[config.mk]
export PLATFORM = sky130hd
export DESIGN_NAME = alu_top
export DESIGN_NICKNAME = d
export VERILOG_FILES = /design/src/alu_op_pkg.sv /design/src/alu_flag_pkg.sv /design/src/alu_addsub.sv /design/src/alu_logic_bit.sv /design/src/alu_shifter.sv /design/src/alu_writeback.sv /design/src/alu_top.sv
export SDC_FILE = /design/constraint.sdc
export NUM_CORES = 1
export LEC_CHECK = 0
export ABC_AREA = 0
export BUFFER_PORTS_ARGS = -buffer_cell sky130_fd_sc_hd__buf_2
export CORE_AREA = 2 2 173 175
export DETAILED_ROUTE_END_ITERATION = 10
export DIE_AREA = 0 0 175 177
export PLACE_DENSITY = 0.75
export SKIP_CTS_REPAIR_TIMING = 1
export SYNTH_ARGS = -nofsm -noshare
export SYNTH_HDL_FRONTEND = slang
export SYNTH_SLANG_ARGS = --single-unit
export TNS_END_PERCENT = 20
[constraint.sdc]
create_clock -name clk -period 7 [get_ports clk]
set_input_delay 1.05 -clock clk [delete_from_list [all_inputs] [get_ports clk]]
set_output_delay 1.05 -clock clk [all_outputs]
set_load 0.03 [all_outputs]
[src/alu_op_pkg.sv]
package alu_op_pkg;

    localparam int ALU_SEL_BITS   = 7;
    localparam int DATA_BITS      = 32;
    localparam int W_BITS         = 3;
    localparam int SHIFT_CNT_BITS = 4;   // low bits of op2, 0 means 16

    // one-hot width, zero means no operation
    localparam logic [W_BITS-1:0] W_BYTE = 3'b001;
    localparam logic [W_BITS-1:0] W_WORD = 3'b010;
    localparam logic [W_BITS-1:0] W_LONG = 3'b100;

    localparam logic [ALU_SEL_BITS-1:0] ALU_MOVE = 7'd0;
    localparam logic [ALU_SEL_BITS-1:0] ALU_ADD  = 7'd1;   // add family
    localparam logic [ALU_SEL_BITS-1:0] ALU_ADC  = 7'd2;
    localparam logic [ALU_SEL_BITS-1:0] ALU_INC  = 7'd3;
    localparam logic [ALU_SEL_BITS-1:0] ALU_SUB  = 7'd4;   // subtract family
    localparam logic [ALU_SEL_BITS-1:0] ALU_SBC  = 7'd5;
    localparam logic [ALU_SEL_BITS-1:0] ALU_CP   = 7'd6;
    localparam logic [ALU_SEL_BITS-1:0] ALU_DEC  = 7'd7;
    localparam logic [ALU_SEL_BITS-1:0] ALU_NEG  = 7'd8;
    localparam logic [ALU_SEL_BITS-1:0] ALU_AND  = 7'd9;   // logic
    localparam logic [ALU_SEL_BITS-1:0] ALU_OR   = 7'd10;
    localparam logic [ALU_SEL_BITS-1:0] ALU_XOR  = 7'd11;
    localparam logic [ALU_SEL_BITS-1:0] ALU_CPL  = 7'd12;
    localparam logic [ALU_SEL_BITS-1:0] ALU_BIT  = 7'd13;  // register bit ops
    localparam logic [ALU_SEL_BITS-1:0] ALU_SET  = 7'd14;
    localparam logic [ALU_SEL_BITS-1:0] ALU_RES  = 7'd15;
    localparam logic [ALU_SEL_BITS-1:0] ALU_CHG  = 7'd16;
    localparam logic [ALU_SEL_BITS-1:0] ALU_TSET = 7'd17;
    localparam logic [ALU_SEL_BITS-1:0] ALU_ZCF  = 7'd18;  // carry flag ops
    localparam logic [ALU_SEL_BITS-1:0] ALU_CCF  = 7'd19;
    localparam logic [ALU_SEL_BITS-1:0] ALU_SCF  = 7'd20;
    localparam logic [ALU_SEL_BITS-1:0] ALU_RCF  = 7'd21;
    localparam logic [ALU_SEL_BITS-1:0] ALU_RLC  = 7'd22;  // multi-cycle shifts
    localparam logic [ALU_SEL_BITS-1:0] ALU_RRC  = 7'd23;
    localparam logic [ALU_SEL_BITS-1:0] ALU_RL   = 7'd24;
    localparam logic [ALU_SEL_BITS-1:0] ALU_RR   = 7'd25;
    localparam logic [ALU_SEL_BITS-1:0] ALU_SLA  = 7'd26;
    localparam logic [ALU_SEL_BITS-1:0] ALU_SRA  = 7'd27;
    localparam logic [ALU_SEL_BITS-1:0] ALU_SLL  = 7'd28;
    localparam logic [ALU_SEL_BITS-1:0] ALU_SRL  = 7'd29;

endpackage

[src/alu_flag_pkg.sv]
package alu_flag_pkg;

    localparam int FLAG_BITS = 8;

    // flag byte layout, bits 5 and 3 read as 0
    localparam int FLAG_S = 7;
    localparam int FLAG_Z = 6;
    localparam int FLAG_H = 4;
    localparam int FLAG_V = 2;
    localparam int FLAG_N = 1;
    localparam int FLAG_C = 0;

    // w[0] selects byte, w[1] word, anything else long
    function automatic logic width_sign(input logic [31:0] x, input logic [2:0] w);
        return w[0] ? x[7] : w[1] ? x[15] : x[31];
    endfunction

    function automatic logic width_zero(input logic [31:0] x, input logic [2:0] w);
        if (w[0]) begin
            return x[7:0] == '0;
        end
        if (w[1]) begin
            return x[15:0] == '0;
        end
        return x == '0;
    endfunction

    // parity never looks past bit 15
    function automatic logic width_even(input logic [31:0] x, input logic [2:0] w);
        return w[0] ? ~^x[7:0] : ~^x[15:0];
    endfunction

endpackage

[src/alu_addsub.sv]
`timescale 1ns/100ps

module alu_addsub import alu_op_pkg::*, alu_flag_pkg::*; (
    input  logic [ALU_SEL_BITS-1:0] sel,
    input  logic [W_BITS-1:0]       w,
    input  logic [DATA_BITS-1:0]    op0,
    input  logic [DATA_BITS-1:0]    op2,
    input  logic [FLAG_BITS-1:0]    flags,
    output logic                    hit,
    output logic [DATA_BITS-1:0]    result,
    output logic [FLAG_BITS-1:0]    next_flags
);

    logic                 is_add, is_sub, is_neg, keep_c, keep_all;
    logic                 cin, ci, c_h, c_b, c_w, c_l, ovf;
    logic [DATA_BITS-1:0] a, b, bx;
    logic [DATA_BITS:0]   ext_a, ext_b, ext_r;

    function automatic logic [DATA_BITS:0] extend(input logic [DATA_BITS-1:0] x,
                                                  input logic [W_BITS-1:0] wc);
        case (wc)
            W_BYTE:  return {{25{x[7]}}, x[7:0]};
            W_WORD:  return {{17{x[15]}}, x[15:0]};
            default: return {x[31], x};
        endcase
    endfunction

    assign is_add   = sel inside {ALU_ADD, ALU_ADC, ALU_INC};
    assign is_sub   = sel inside {ALU_SUB, ALU_SBC, ALU_CP, ALU_DEC, ALU_NEG};
    assign is_neg   = sel == ALU_NEG;
    assign hit      = is_add | is_sub;
    assign keep_c   = sel inside {ALU_INC, ALU_DEC};
    assign keep_all = keep_c && (w == W_WORD || w == W_LONG);

    assign a   = is_neg ? '0 : op0;   // NEG is 0 - op0
    assign b   = is_neg ? op0 : op2;
    assign cin = (sel == ALU_ADC || sel == ALU_SBC) && flags[FLAG_C];

    // subtraction as a + ~b + ~borrow, carries flip back to borrows
    assign bx = is_sub ? ~b : b;
    assign ci = is_sub ? ~cin : cin;

    assign {c_h, result[3:0]}   = {1'b0, a[3:0]}   + {1'b0, bx[3:0]}   + {4'd0, ci};
    assign {c_b, result[7:4]}   = {1'b0, a[7:4]}   + {1'b0, bx[7:4]}   + {4'd0, c_h};
    assign {c_w, result[15:8]}  = {1'b0, a[15:8]}  + {1'b0, bx[15:8]}  + {8'd0, c_b};
    assign {c_l, result[31:16]} = {1'b0, a[31:16]} + {1'b0, bx[31:16]} + {16'd0, c_w};

    // overflow from a sign-extended copy
    assign ext_a = extend(a, w);
    assign ext_b = extend(b, w);
    assign ext_r = is_sub ? ext_a - ext_b - {32'd0, cin} : ext_a + ext_b + {32'd0, cin};
    assign ovf   = ext_r[DATA_BITS] ^ width_sign(result, w);

    always_comb begin
        next_flags = flags;
        if (!keep_all) begin
            next_flags[FLAG_S] = width_sign(result, w);
            next_flags[FLAG_Z] = width_zero(result, w);
            next_flags[FLAG_H] = c_h ^ is_sub;
            next_flags[FLAG_V] = ovf;
            next_flags[FLAG_N] = is_sub;
            if (!keep_c) begin
                next_flags[FLAG_C] = (w[0] ? c_b : w[1] ? c_w : c_l) ^ is_sub;
            end
        end
    end

endmodule

[src/alu_logic_bit.sv]
`timescale 1ns/100ps

module alu_logic_bit import alu_op_pkg::*, alu_flag_pkg::*; (
    input  logic [ALU_SEL_BITS-1:0] sel,
    input  logic [W_BITS-1:0]       w,
    input  logic [DATA_BITS-1:0]    op0,
    input  logic [DATA_BITS-1:0]    op2,
    input  logic [FLAG_BITS-1:0]    flags,
    output logic                    hit,
    output logic [DATA_BITS-1:0]    result,
    output logic [FLAG_BITS-1:0]    next_flags
);

    logic [SHIFT_CNT_BITS-1:0] bit_idx;

    assign bit_idx = op2[SHIFT_CNT_BITS-1:0];   // bit 0..15 of op0

    always_comb begin
        hit        = 1'b1;
        result     = op0;
        next_flags = flags;
        case (sel)
            ALU_AND, ALU_OR, ALU_XOR: begin
                result = sel == ALU_AND ? op0 & op2 :
                         sel == ALU_OR  ? op0 | op2 : op0 ^ op2;
                next_flags[FLAG_S] = width_sign(result, w);
                next_flags[FLAG_Z] = width_zero(result, w);
                next_flags[FLAG_H] = sel == ALU_AND;
                next_flags[FLAG_V] = width_even(result, w);
                next_flags[FLAG_N] = 1'b0;
                next_flags[FLAG_C] = 1'b0;
            end
            ALU_CPL: begin
                result = ~op2;
                next_flags[FLAG_H] = 1'b1;
                next_flags[FLAG_N] = 1'b1;
            end
            ALU_BIT, ALU_TSET: begin
                result[bit_idx] = sel == ALU_TSET ? 1'b1 : op0[bit_idx];
                next_flags[FLAG_Z] = ~op0[bit_idx];   // tested before set
                next_flags[FLAG_H] = 1'b1;
                next_flags[FLAG_N] = 1'b0;
            end
            ALU_SET: result[bit_idx] = 1'b1;
            ALU_RES: result[bit_idx] = 1'b0;
            ALU_CHG: result[bit_idx] = ~op0[bit_idx];
            default: hit = 1'b0;
        endcase
    end

endmodule

[src/alu_shifter.sv]
`timescale 1ns/100ps

module alu_shifter import alu_op_pkg::*, alu_flag_pkg::*; (
    input  logic                    clk,
    input  logic                    rst,
    input  logic                    cen,
    input  logic [ALU_SEL_BITS-1:0] sel,
    input  logic [W_BITS-1:0]       w,
    input  logic [DATA_BITS-1:0]    op0,
    input  logic [DATA_BITS-1:0]    op2,
    input  logic [FLAG_BITS-1:0]    flags,
    output logic                    hit,
    output logic                    busy,
    output logic                    done,
    output logic [DATA_BITS-1:0]    result,
    output logic [FLAG_BITS-1:0]    next_flags
);

    logic [DATA_BITS-1:0]      work, src, left, right;
    logic [SHIFT_CNT_BITS-1:0] cnt;
    logic                      cy, ci, msb, lin, rin, go_left, co;

    assign hit     = sel inside {ALU_RLC, ALU_RRC, ALU_RL, ALU_RR,
                                 ALU_SLA, ALU_SRA, ALU_SLL, ALU_SRL};
    assign go_left = sel inside {ALU_RLC, ALU_RL, ALU_SLA, ALU_SLL};

    // first step works on op0, later ones on the working copy
    assign src = busy ? work : op0;
    assign ci  = busy ? cy : flags[FLAG_C];
    assign msb = width_sign(src, w);
    assign lin = sel == ALU_RL ? ci : sel == ALU_RLC ? msb : 1'b0;
    assign rin = sel == ALU_RR  ? ci :
                 sel == ALU_RRC ? src[0] :
                 sel == ALU_SRA ? msb : 1'b0;   // SRA keeps the sign
    assign co  = go_left ? msb : src[0];

    assign done = hit && (busy ? cnt == 1 : op2[SHIFT_CNT_BITS-1:0] == 1);

    always_comb begin
        left  = src;
        right = src;
        case (w)
            W_BYTE: begin
                left[7:0]  = {src[6:0], lin};
                right[7:0] = {rin, src[7:1]};
            end
            W_WORD: begin
                left[15:0]  = {src[14:0], lin};
                right[15:0] = {rin, src[15:1]};
            end
            default: begin
                left  = {src[30:0], lin};
                right = {rin, src[31:1]};
            end
        endcase
        result = go_left ? left : right;
        next_flags = flags;
        next_flags[FLAG_S] = width_sign(result, w);
        next_flags[FLAG_Z] = width_zero(result, w);
        next_flags[FLAG_H] = 1'b0;
        next_flags[FLAG_V] = width_even(result, w);
        next_flags[FLAG_N] = 1'b0;
        next_flags[FLAG_C] = co;   // last bit out
    end

    always_ff @(posedge clk or posedge rst) begin
        if (rst) begin
            busy <= 1'b0;
            cnt  <= '0;
        end else if (cen && hit && w != '0) begin
            busy <= !done;
            cnt  <= (busy ? cnt : op2[SHIFT_CNT_BITS-1:0]) - 1'b1;   // 0 wraps to 15
        end
    end

    always_ff @(posedge clk) begin
        if (cen) begin
            work <= result;
            cy   <= co;
        end
    end

endmodule

[src/alu_writeback.sv]
`timescale 1ns/100ps

module alu_writeback import alu_op_pkg::*, alu_flag_pkg::*; (
    input  logic                    clk,
    input  logic                    rst,
    input  logic                    cen,
    input  logic [W_BITS-1:0]       w,
    input  logic                    flag_we,
    input  logic [ALU_SEL_BITS-1:0] sel,
    input  logic [DATA_BITS-1:0]    op2,
    input  logic                    add_hit,
    input  logic [DATA_BITS-1:0]    add_result,
    input  logic [FLAG_BITS-1:0]    add_flags,
    input  logic                    logic_hit,
    input  logic [DATA_BITS-1:0]    logic_result,
    input  logic [FLAG_BITS-1:0]    logic_flags,
    input  logic                    shift_hit,
    input  logic [DATA_BITS-1:0]    shift_result,
    input  logic [FLAG_BITS-1:0]    shift_flags,
    input  logic                    shift_done,
    input  logic                    shift_busy,
    output logic [DATA_BITS-1:0]    dout,
    output logic [FLAG_BITS-1:0]    flags,
    output logic [W_BITS-1:0]       alu_we,
    output logic                    flag_only
);

    logic [DATA_BITS-1:0] nx_result;
    logic [FLAG_BITS-1:0] nx_flags;
    logic                 flag_wel, fwe_rise, stall;

    assign stall    = (shift_hit | shift_busy) & ~shift_done;   // shift still running
    assign fwe_rise = flag_we & ~flag_wel;

    always_comb begin
        nx_result = dout;
        nx_flags  = flags;
        if (add_hit) begin
            nx_result = add_result;
            nx_flags  = add_flags;
        end else if (logic_hit) begin
            nx_result = logic_result;
            nx_flags  = logic_flags;
        end else if (shift_hit) begin
            nx_result = shift_result;
            nx_flags  = shift_flags;
        end else begin
            case (sel)
                ALU_MOVE: nx_result = op2;
                ALU_ZCF: nx_flags[FLAG_C] = ~flags[FLAG_Z];
                ALU_CCF: nx_flags[FLAG_C] = ~flags[FLAG_C];
                ALU_SCF: nx_flags[FLAG_C] = 1'b1;
                ALU_RCF: nx_flags[FLAG_C] = 1'b0;
                default: ;
            endcase
            if (sel inside {ALU_ZCF, ALU_CCF, ALU_SCF, ALU_RCF}) begin
                nx_flags[FLAG_N] = 1'b0;
            end
            if (sel inside {ALU_SCF, ALU_RCF}) begin
                nx_flags[FLAG_H] = 1'b0;
            end
        end
    end

    always_ff @(posedge clk or posedge rst) begin
        if (rst) begin
            dout      <= '0;
            flags     <= '0;
            alu_we    <= '0;
            flag_only <= 1'b0;
            flag_wel  <= 1'b0;
        end else if (cen) begin
            flag_wel  <= flag_we;
            flag_only <= flag_we;
            alu_we    <= stall ? '0 : w;
            if (w != '0 && !stall && sel != ALU_CP) begin   // compare leaves dout alone
                dout <= nx_result;
            end
            if ((w != '0 || fwe_rise) && !stall) begin
                flags <= nx_flags;
            end
        end
    end

endmodule

[src/alu_top.sv]
`timescale 1ns/100ps

module alu_top import alu_op_pkg::*; (
    input  logic                    clk,
    input  logic                    rst,
    input  logic                    cen,
    input  logic [ALU_SEL_BITS-1:0] sel,
    input  logic [W_BITS-1:0]       w,
    input  logic [DATA_BITS-1:0]    op0,
    input  logic [DATA_BITS-1:0]    op1,
    input  logic [DATA_BITS-1:0]    imm,
    input  logic                    sel_imm,
    input  logic                    flag_we,
    output logic [DATA_BITS-1:0]    dout,
    output logic [7:0]              flags,
    output logic [W_BITS-1:0]       alu_we,
    output logic                    flag_only,
    output logic                    busy
);

    logic [DATA_BITS-1:0] op2, add_result, logic_result, shift_result;
    logic [7:0]           add_flags, logic_flags, shift_flags;
    logic                 add_hit, logic_hit, shift_hit, shift_done;

    assign op2 = sel_imm ? imm : op1;   // second operand for every unit

    alu_addsub addsub_inst (
        .sel(sel), .w(w), .op0(op0), .op2(op2), .flags(flags),
        .hit(add_hit), .result(add_result), .next_flags(add_flags)
    );

    alu_logic_bit logic_bit_inst (
        .sel(sel), .w(w), .op0(op0), .op2(op2), .flags(flags),
        .hit(logic_hit), .result(logic_result), .next_flags(logic_flags)
    );

    alu_shifter shifter_inst (
        .clk(clk), .rst(rst), .cen(cen), .sel(sel), .w(w), .op0(op0), .op2(op2),
        .flags(flags), .hit(shift_hit), .busy(busy), .done(shift_done),
        .result(shift_result), .next_flags(shift_flags)
    );

    alu_writeback writeback_inst (
        .clk(clk), .rst(rst), .cen(cen), .w(w), .flag_we(flag_we), .sel(sel), .op2(op2),
        .add_hit(add_hit), .add_result(add_result), .add_flags(add_flags),
        .logic_hit(logic_hit), .logic_result(logic_result), .logic_flags(logic_flags),
        .shift_hit(shift_hit), .shift_result(shift_result), .shift_flags(shift_flags),
        .shift_done(shift_done), .shift_busy(busy),
        .dout(dout), .flags(flags), .alu_we(alu_we), .flag_only(flag_only)
    );

endmodule

* Yosys cells after proc, flatten, opt, wreduce, memory -nomap -nowiden
Cells that the tools add are included.
** Storage, ports and cells
- Memory bits (writable) :: 0
- Logic and storage cells :: 234
- Memories kept :: 0
- Memory bits (read-only) :: 0
- Output and inout bits :: 45
- Latch bits :: 0
- Flip-flop bits (word level) :: 80
** Cells by class
- Multipliers :: 0
- Div/mod/pow operators :: 0
- Shift operators :: 0
- Reductions and logical operators :: 53
- Add/subtract/negate cells :: 13
- Magnitude comparators :: 2
- Eq/ne operators :: 41
- Multiplexer cells :: 92
- Bitwise gates (word level) :: 21
** Operators by type and width (count)
- $mux W32 :: 12
- $pmux W32 S6 :: 1
- $pmux W33 S2 :: 2
- $eq A7 B5 Y1 const B :: 14
- $logic_not A32 Y1 :: 3
- $and A32 B32 Y32 :: 2
- $bwmux W32 :: 2
- $not A32 Y32 :: 2
- $eq A7 B4 Y1 const B :: 8
- $mux W1 :: 55
- $logic_not A16 Y1 :: 3
- $add A33 B1 Y33 :: 1
- $add A33 B33 Y33 :: 1
- $mux W33 :: 1
- $sub A33 B1 Y33 :: 1
- $sub A33 B33 Y33 :: 1
- $mux W16 :: 2
- $mux W8 :: 4
- $not A16 Y32 :: 1
- $or A32 B16 Y32 :: 1
- $or A32 B32 Y32 :: 1
- $reduce_xnor A16 Y1 :: 2
- $xor A32 B32 Y32 :: 1
- $eq A7 B3 Y1 const B :: 4
- other kinds (50) :: 97

* Longest topological paths before layout
- Word-level depth :: 16
- Mapped depth :: 35
- Depth with buffers taken out :: 33

* Modules after synthesis
From an unflattened synthesis, not the netlist that was laid out.
** Second synthesis, totals
- Cell total of the unflattened synthesis :: 2051
- Area, all modules :: 16258.1 sq um
** By module, submodules not included
- alu_addsub :: cells each 739, seq. area each 0.0 sq um, area each 5141.2 sq um, instances 1
- alu_logic_bit :: cells each 641, seq. area each 0.0 sq um, area each 4251.6 sq um, instances 1
- alu_writeback :: cells each 292, seq. area each 1101.1 sq um, area each 3166.8 sq um, instances 1
- alu_shifter :: cells each 343, seq. area each 1116.1 sq um, area each 3154.3 sq um, instances 1
- alu_top :: cells each 36, seq. area each 0.0 sq um, area each 544.3 sq um, instances 1

* Least setup slack after synthesis
OpenSTA, ideal clock, no wires.
- Path type :: input to register
- Start :: in sel[2]
- End :: reg writeback_inst.dout[24]
- Path slack :: -1023 ps
- Required time :: 6935 ps
- Cell stages on the path :: 33
- Library setup time :: 65 ps
- Arrival :: 7958 ps
- Path through :: buf_2 nor3_1 nand2_1 a21oi_1 clkbuf_1 xor2_1 fa_1 inv_1 fa_1 a21o_1 a21oi_1 fa_1 fa_1 nor2b_1 o21ai_0 and2_1 fa_1 fa_1 nor2b_1 o31a_1 o31a_1 o21ai_0 nand2_1 fa_1 fa_1 a21oi_1 o211ai_1 a21o_1 a21oi_1 xnor2_1 nor2_1 a2111oi_0 a21o_1
** On the way
- Longest elaborated chain between the ends :: 10
- Elaborated cells on any way between the ends :: 70
- Classes of those cells :: 8 x add/sub; 26 x eq/ne; 14 x mux; 6 x bitwise; 16 x reduce/logical
** RTL lines
- start, declared :: RTL line alu_top.sv:7 : input logic [ALU_SEL_BITS-1:0] sel,
- $eq A7 B4 Y1, or another cell as far along :: RTL line alu_addsub.sv:29, alu_addsub.sv:30
- $mux W32 / $logic_or A1 B1 Y1 (equally long branches) :: RTL line alu_addsub.sv:36, alu_addsub.sv:37
- $not A32 Y32 / $logic_and A1 B1 Y1 (equally long branches) :: RTL line alu_addsub.sv:40, alu_addsub.sv:37
- $mux W32 / $not A1 Y1 (equally long branches) :: RTL line alu_addsub.sv:40, alu_addsub.sv:41
- $add A4 B4 Y5 / $mux W1 (equally long branches) :: RTL line alu_addsub.sv:43, alu_addsub.sv:41
- $add A5 B1 Y5 :: RTL line alu_addsub.sv:43 : assign {c_h, result[3:0]} = {1'b0, a[3:0]} + {1'b0, bx[3:0]} + {4'd0, ci};
- $add A5 B1 Y5 :: RTL line alu_addsub.sv:44 : assign {c_b, result[7:4]} = {1'b0, a[7:4]} + {1'b0, bx[7:4]} + {4'd0, c_h};
- $add A9 B1 Y9 :: RTL line alu_addsub.sv:45 : assign {c_w, result[15:8]} = {1'b0, a[15:8]} + {1'b0, bx[15:8]} + {8'd0, c_b};
- $add A17 B1 Y17 :: RTL line alu_addsub.sv:46 : assign {c_l, result[31:16]} = {1'b0, a[31:16]} + {1'b0, bx[31:16]} + {16'd0, c_w};
- $mux W32 :: RTL line alu_writeback.sv:38 : if (add_hit) begin
- end signal, assigned :: RTL line alu_writeback.sv:77 : dout <= nx_result;
- end, declared :: RTL line alu_writeback.sv:22 : output logic [DATA_BITS-1:0] dout,
Parallel ways exist; a longest one is shown, timed or not.
A chain may end at the register's enable or synchronous reset.

* Worst setup path after layout
- Start :: in sel[3]
- End :: reg writeback_inst.flags[6]
** On the way
- Longest elaborated chain between the ends :: 14
- Elaborated cells on any way between the ends :: 99
- Classes of those cells :: 8 x add/sub; 27 x eq/ne; 33 x mux; 6 x bitwise; 25 x reduce/logical
** RTL lines
- $eq A7 B4 Y1, or another cell as far along :: RTL line alu_addsub.sv:29, alu_addsub.sv:30
- $mux W32, or another cell as far along :: RTL line alu_addsub.sv:36 : assign b = is_neg ? op0 : op2;
- $not A32 Y32, or another cell as far along :: RTL line alu_addsub.sv:40 : assign bx = is_sub ? ~b : b;
- $mux W32, or another cell as far along :: RTL line alu_addsub.sv:40
- $add A4 B4 Y5, or another cell as far along :: RTL line alu_addsub.sv:43
- $add A5 B1 Y5 / $mux W32 (equally long branches) :: RTL line alu_addsub.sv:43, alu_shifter.sv:56
- $add A5 B1 Y5 / $logic_not A8 Y1 (equally long branches) :: RTL line alu_addsub.sv:44, alu_flag_pkg.sv:20
- $add A9 B1 Y9, or another cell as far along :: RTL line alu_addsub.sv:45
- $add A17 B1 Y17, or another cell as far along :: RTL line alu_addsub.sv:46
- $logic_not A32 Y1, or another cell as far along :: RTL line alu_flag_pkg.sv:25 : return x == '0;
- $mux W1 (on tied branches) :: RTL line alu_flag_pkg.sv:25, alu_flag_pkg.sv:22
- $mux W1 / $mux W3 (equally long branches) :: RTL line alu_flag_pkg.sv:22, alu_writeback.sv:44
- $mux W2 / $mux W8 (equally long branches) :: RTL line alu_addsub.sv:56, alu_writeback.sv:41
- $mux W8 :: RTL line alu_writeback.sv:38
- end signal, assigned :: RTL line alu_writeback.sv:80 : flags <= nx_flags;
- end, declared :: RTL line alu_writeback.sv:23 : output logic [FLAG_BITS-1:0] flags,
Parallel ways exist; a longest one is shown, timed or not. The select of a mux whose other input is x is not followed.

==> results.md <==
* Full die area at 31,000 um2
* CP Capture Type: register
* Final Core Density at 0.575
* Initial Util at 0.494
* Max Clock Freq at 134 MHz
* Seq pwr share at 0.220
* CP max stage delay at 0.56 ns
* Power per cell area at 197 nW/um2
* Synth top cells by count: 203 x ha_1, 185 x nand2_1, 179 x inv_1
* Post-route ant nets at 0
* Netlist cell types at 99
* Synthesized flop and latch total at 80
* Post-Syn Area at 14,400 um2
* Crit-path slowest cell: or4_4
* Unrepaired setup endpoints after global routing: yes
* Root buf cell: clkbuf_16
* Clock Path Buffers at 2
* Top-count cell post-synth: ha_1
* WP data required at 7.29 ns
* VDD IR max at 116 uV
* Post-DP HPWL at 48,200 um
* Clock Latency Late Sink at 0.37 ns
* H-tree lvl count at 3
* Main area contributors after synthesis: ha_1 18%, dfrtp_1 8.1%, edfxtp_1 6.9%
* Top_reg_cell synth: dfrtp_1
* EDFF count, synth at 33
* Hold Vio Cnt, Final at 0
* Max Cap Violations at 0
* CORE AREA at 29,200 um2
* WL/cell at 24.8 um
* Router iterations before antenna repair at 6
* Internal power at 1720 uW
* Vias in the first global route at 15,319
* GP Congestion at 1.02
* Via density at 6.58
* Antenna violations before repair at 1
* Clk sinks at 80
* Largest net degree at the start of global routing at 48
* Post-synth ARST share at 0.588
* # rows at 63
* Final Worst Setup Slack at -0.446 ns
* Yosys top cell area share at 0.176
* Slew headroom at 0.181
* WHS at 0.486 ns
* Max-slew violations at 0
* Initial DRC Count at 2,208
* NumNets Final at 2,436
* Cell mode on critical path: fa_2
* P_leak at 0.00787 uW
* Post-Place Setup Slack at -1.03 ns
* Total GRT Usage at 0.392
* Final period util at 1.06
* Synth Instances at 1,928
* Count of final setup violators at 11
* Violated checks: negative setup slack
* DIE WIDTH at 175 um
* Area leader, netlist: ha_1
* Placed cell count at 2,484
* Switch share at 0.479
* Crit path arrival time at 7.74 ns
* Combinational share of power at 0.610
* Filler cells at 2,811
* Clock group share of total power at 0.170
* IO Pins at 156
* Crit Path Class: input port to register
* DR DRC count at 0
* Clk slew on worst S/H paths at 0.07 ns
* Sequential-to-total area share from yosys stat at 0.150
* Via count at 16,502
* CP max FO at 4
* Status: finished, violations left
* Die H at 177 um
* Share of cells above drive strength 1 at 0.201
* Total CTS buffers at 9
* CTS tree: built
* Cell Count, Final, Fillers Out at 2,509
* Final WL at 62,300 um
* HP Class: register to register
* Layout area overhead at 16.4%
* Post-layout min period at 7.45 ns
* Avg Inst Size Synth at 7.49 um2
* Total congestion overflow at 0
* Critical Path Source Type: input port
* Tightest Pin Transition at 1.22 ns
* First-pass GRT wire length at 92,200 um
* NetSw at 1590 uW
* Clock skew at 0.0129 ns
* Diode count at 0
* Flop2flop setup slack at 0.62 ns
* IO Port Bufs at 153
* Ys Warns at 0
==> logic make-up (layout without fill, tap and decap cells) <==
group,count (synthesis),count (layout),synth area share
fa+ha+maj,211,211,0.187
buf+inv,306,496,0.0855
xor+xnor,38,38,0.0230
flops,80,80,0.150
compound gates,663,663,0.301
mux,101,101,0.0778
other cells,1,2,0.000260
simple gates,528,528,0.175
==> power by group through the flow <==
stage	sequential (uW)	clock, uW	combinational [uW]
2_1_floorplan	833	0	1180
3_3_place_gp	727	0	1900
3_5_place_dp	729	0	1930
4_1_cts	721	555	1940
5_1_grt	735	576	2170
6_report	727	563	2020
==> cell usage in the layout (no fill, tap or decap), drive strengths merged, types with 23 or more instances in the layout <==
cell    instances
mux2           27
dfrtp          47
o211ai         40
edfxtp         33
nand3          31
a21oi         178
nor2          138
a21o           35
buf           299
inv           182
nor3           30
o22ai          24
o21ai         163
ha            203
a211oi         32
mux2i          68
nand2         186
xnor2          23
==> final cells by class <==
type / count / area [um2] / area share
inverter: 181 / 679 / 0.0404
sequential: 80 / 2170 / 0.129
clock buffer: 9 / 225 / 0.0134
multi-input combinational: 1543 / 11300 / 0.670
clock inverter: 7 / 101 / 0.00602
timing repair buffer: 299 / 1890 / 0.112
tap: 390 / 488 / 0.0290
==> worst max-delay path, delay by kind of cell <==
family / cells / cell delay [ns]
fa+ha+maj: 8 / 2.46
compound gates: 13 / 2.32
simple gates: 7 / 1.38
xor+xnor: 2 / 0.34
buf+inv: 2 / 0.17
==> sequential cells by signal (all words and copies together) (netlist names) <==
register and cells:
shifter_inst.work 32, writeback_inst.dout 32, writeback_inst.flags 6, shifter_inst.cnt 4
writeback_inst.alu_we 3, shifter_inst.busy 1, shifter_inst.cy 1, writeback_inst.flag_only 1
==> layer usage <==
layer | wire, um | vias to the layer above | global-route usage
met5 | 0 | - | 0
met4 | 2520 | 0 | 0.150
met3 | 8800 | 182 | 0.110
met2 | 25500 | 1144 | 0.569
met1 | 25400 | 7737 | 0.549
li1 | - | 7439 | -
==> worst paths after layout <==
check / startpoint / to / cells after the start
max in group asynchronous: rst / shifter_inst.busy / 3
min reg2reg: writeback_inst.dout[13] / writeback_inst.dout[13] / 2
min in group asynchronous: rst / writeback_inst.dout[18] / 3
max reg2reg: writeback_inst.flags[0] / writeback_inst.flags[6] / 29
max: sel[3] / writeback_inst.flags[6] / 32
min: writeback_inst.dout[13] / writeback_inst.dout[13] / 2
==> metrics by stage <==
step | power [uW] | area (um2) | setup TNS, ns
after floorplan | 2010 | 14600 | -0.597
after global placement | 2620 | 16300 | -7.64
after detailed placement | 2660 | 16300 | -9.70
after CTS | 3220 | 16600 | -4.08
after global routing | 3480 | 16800 | -5.36
final | 3310 | 16800 | -2.08
(Power assumes the default switching activity.)
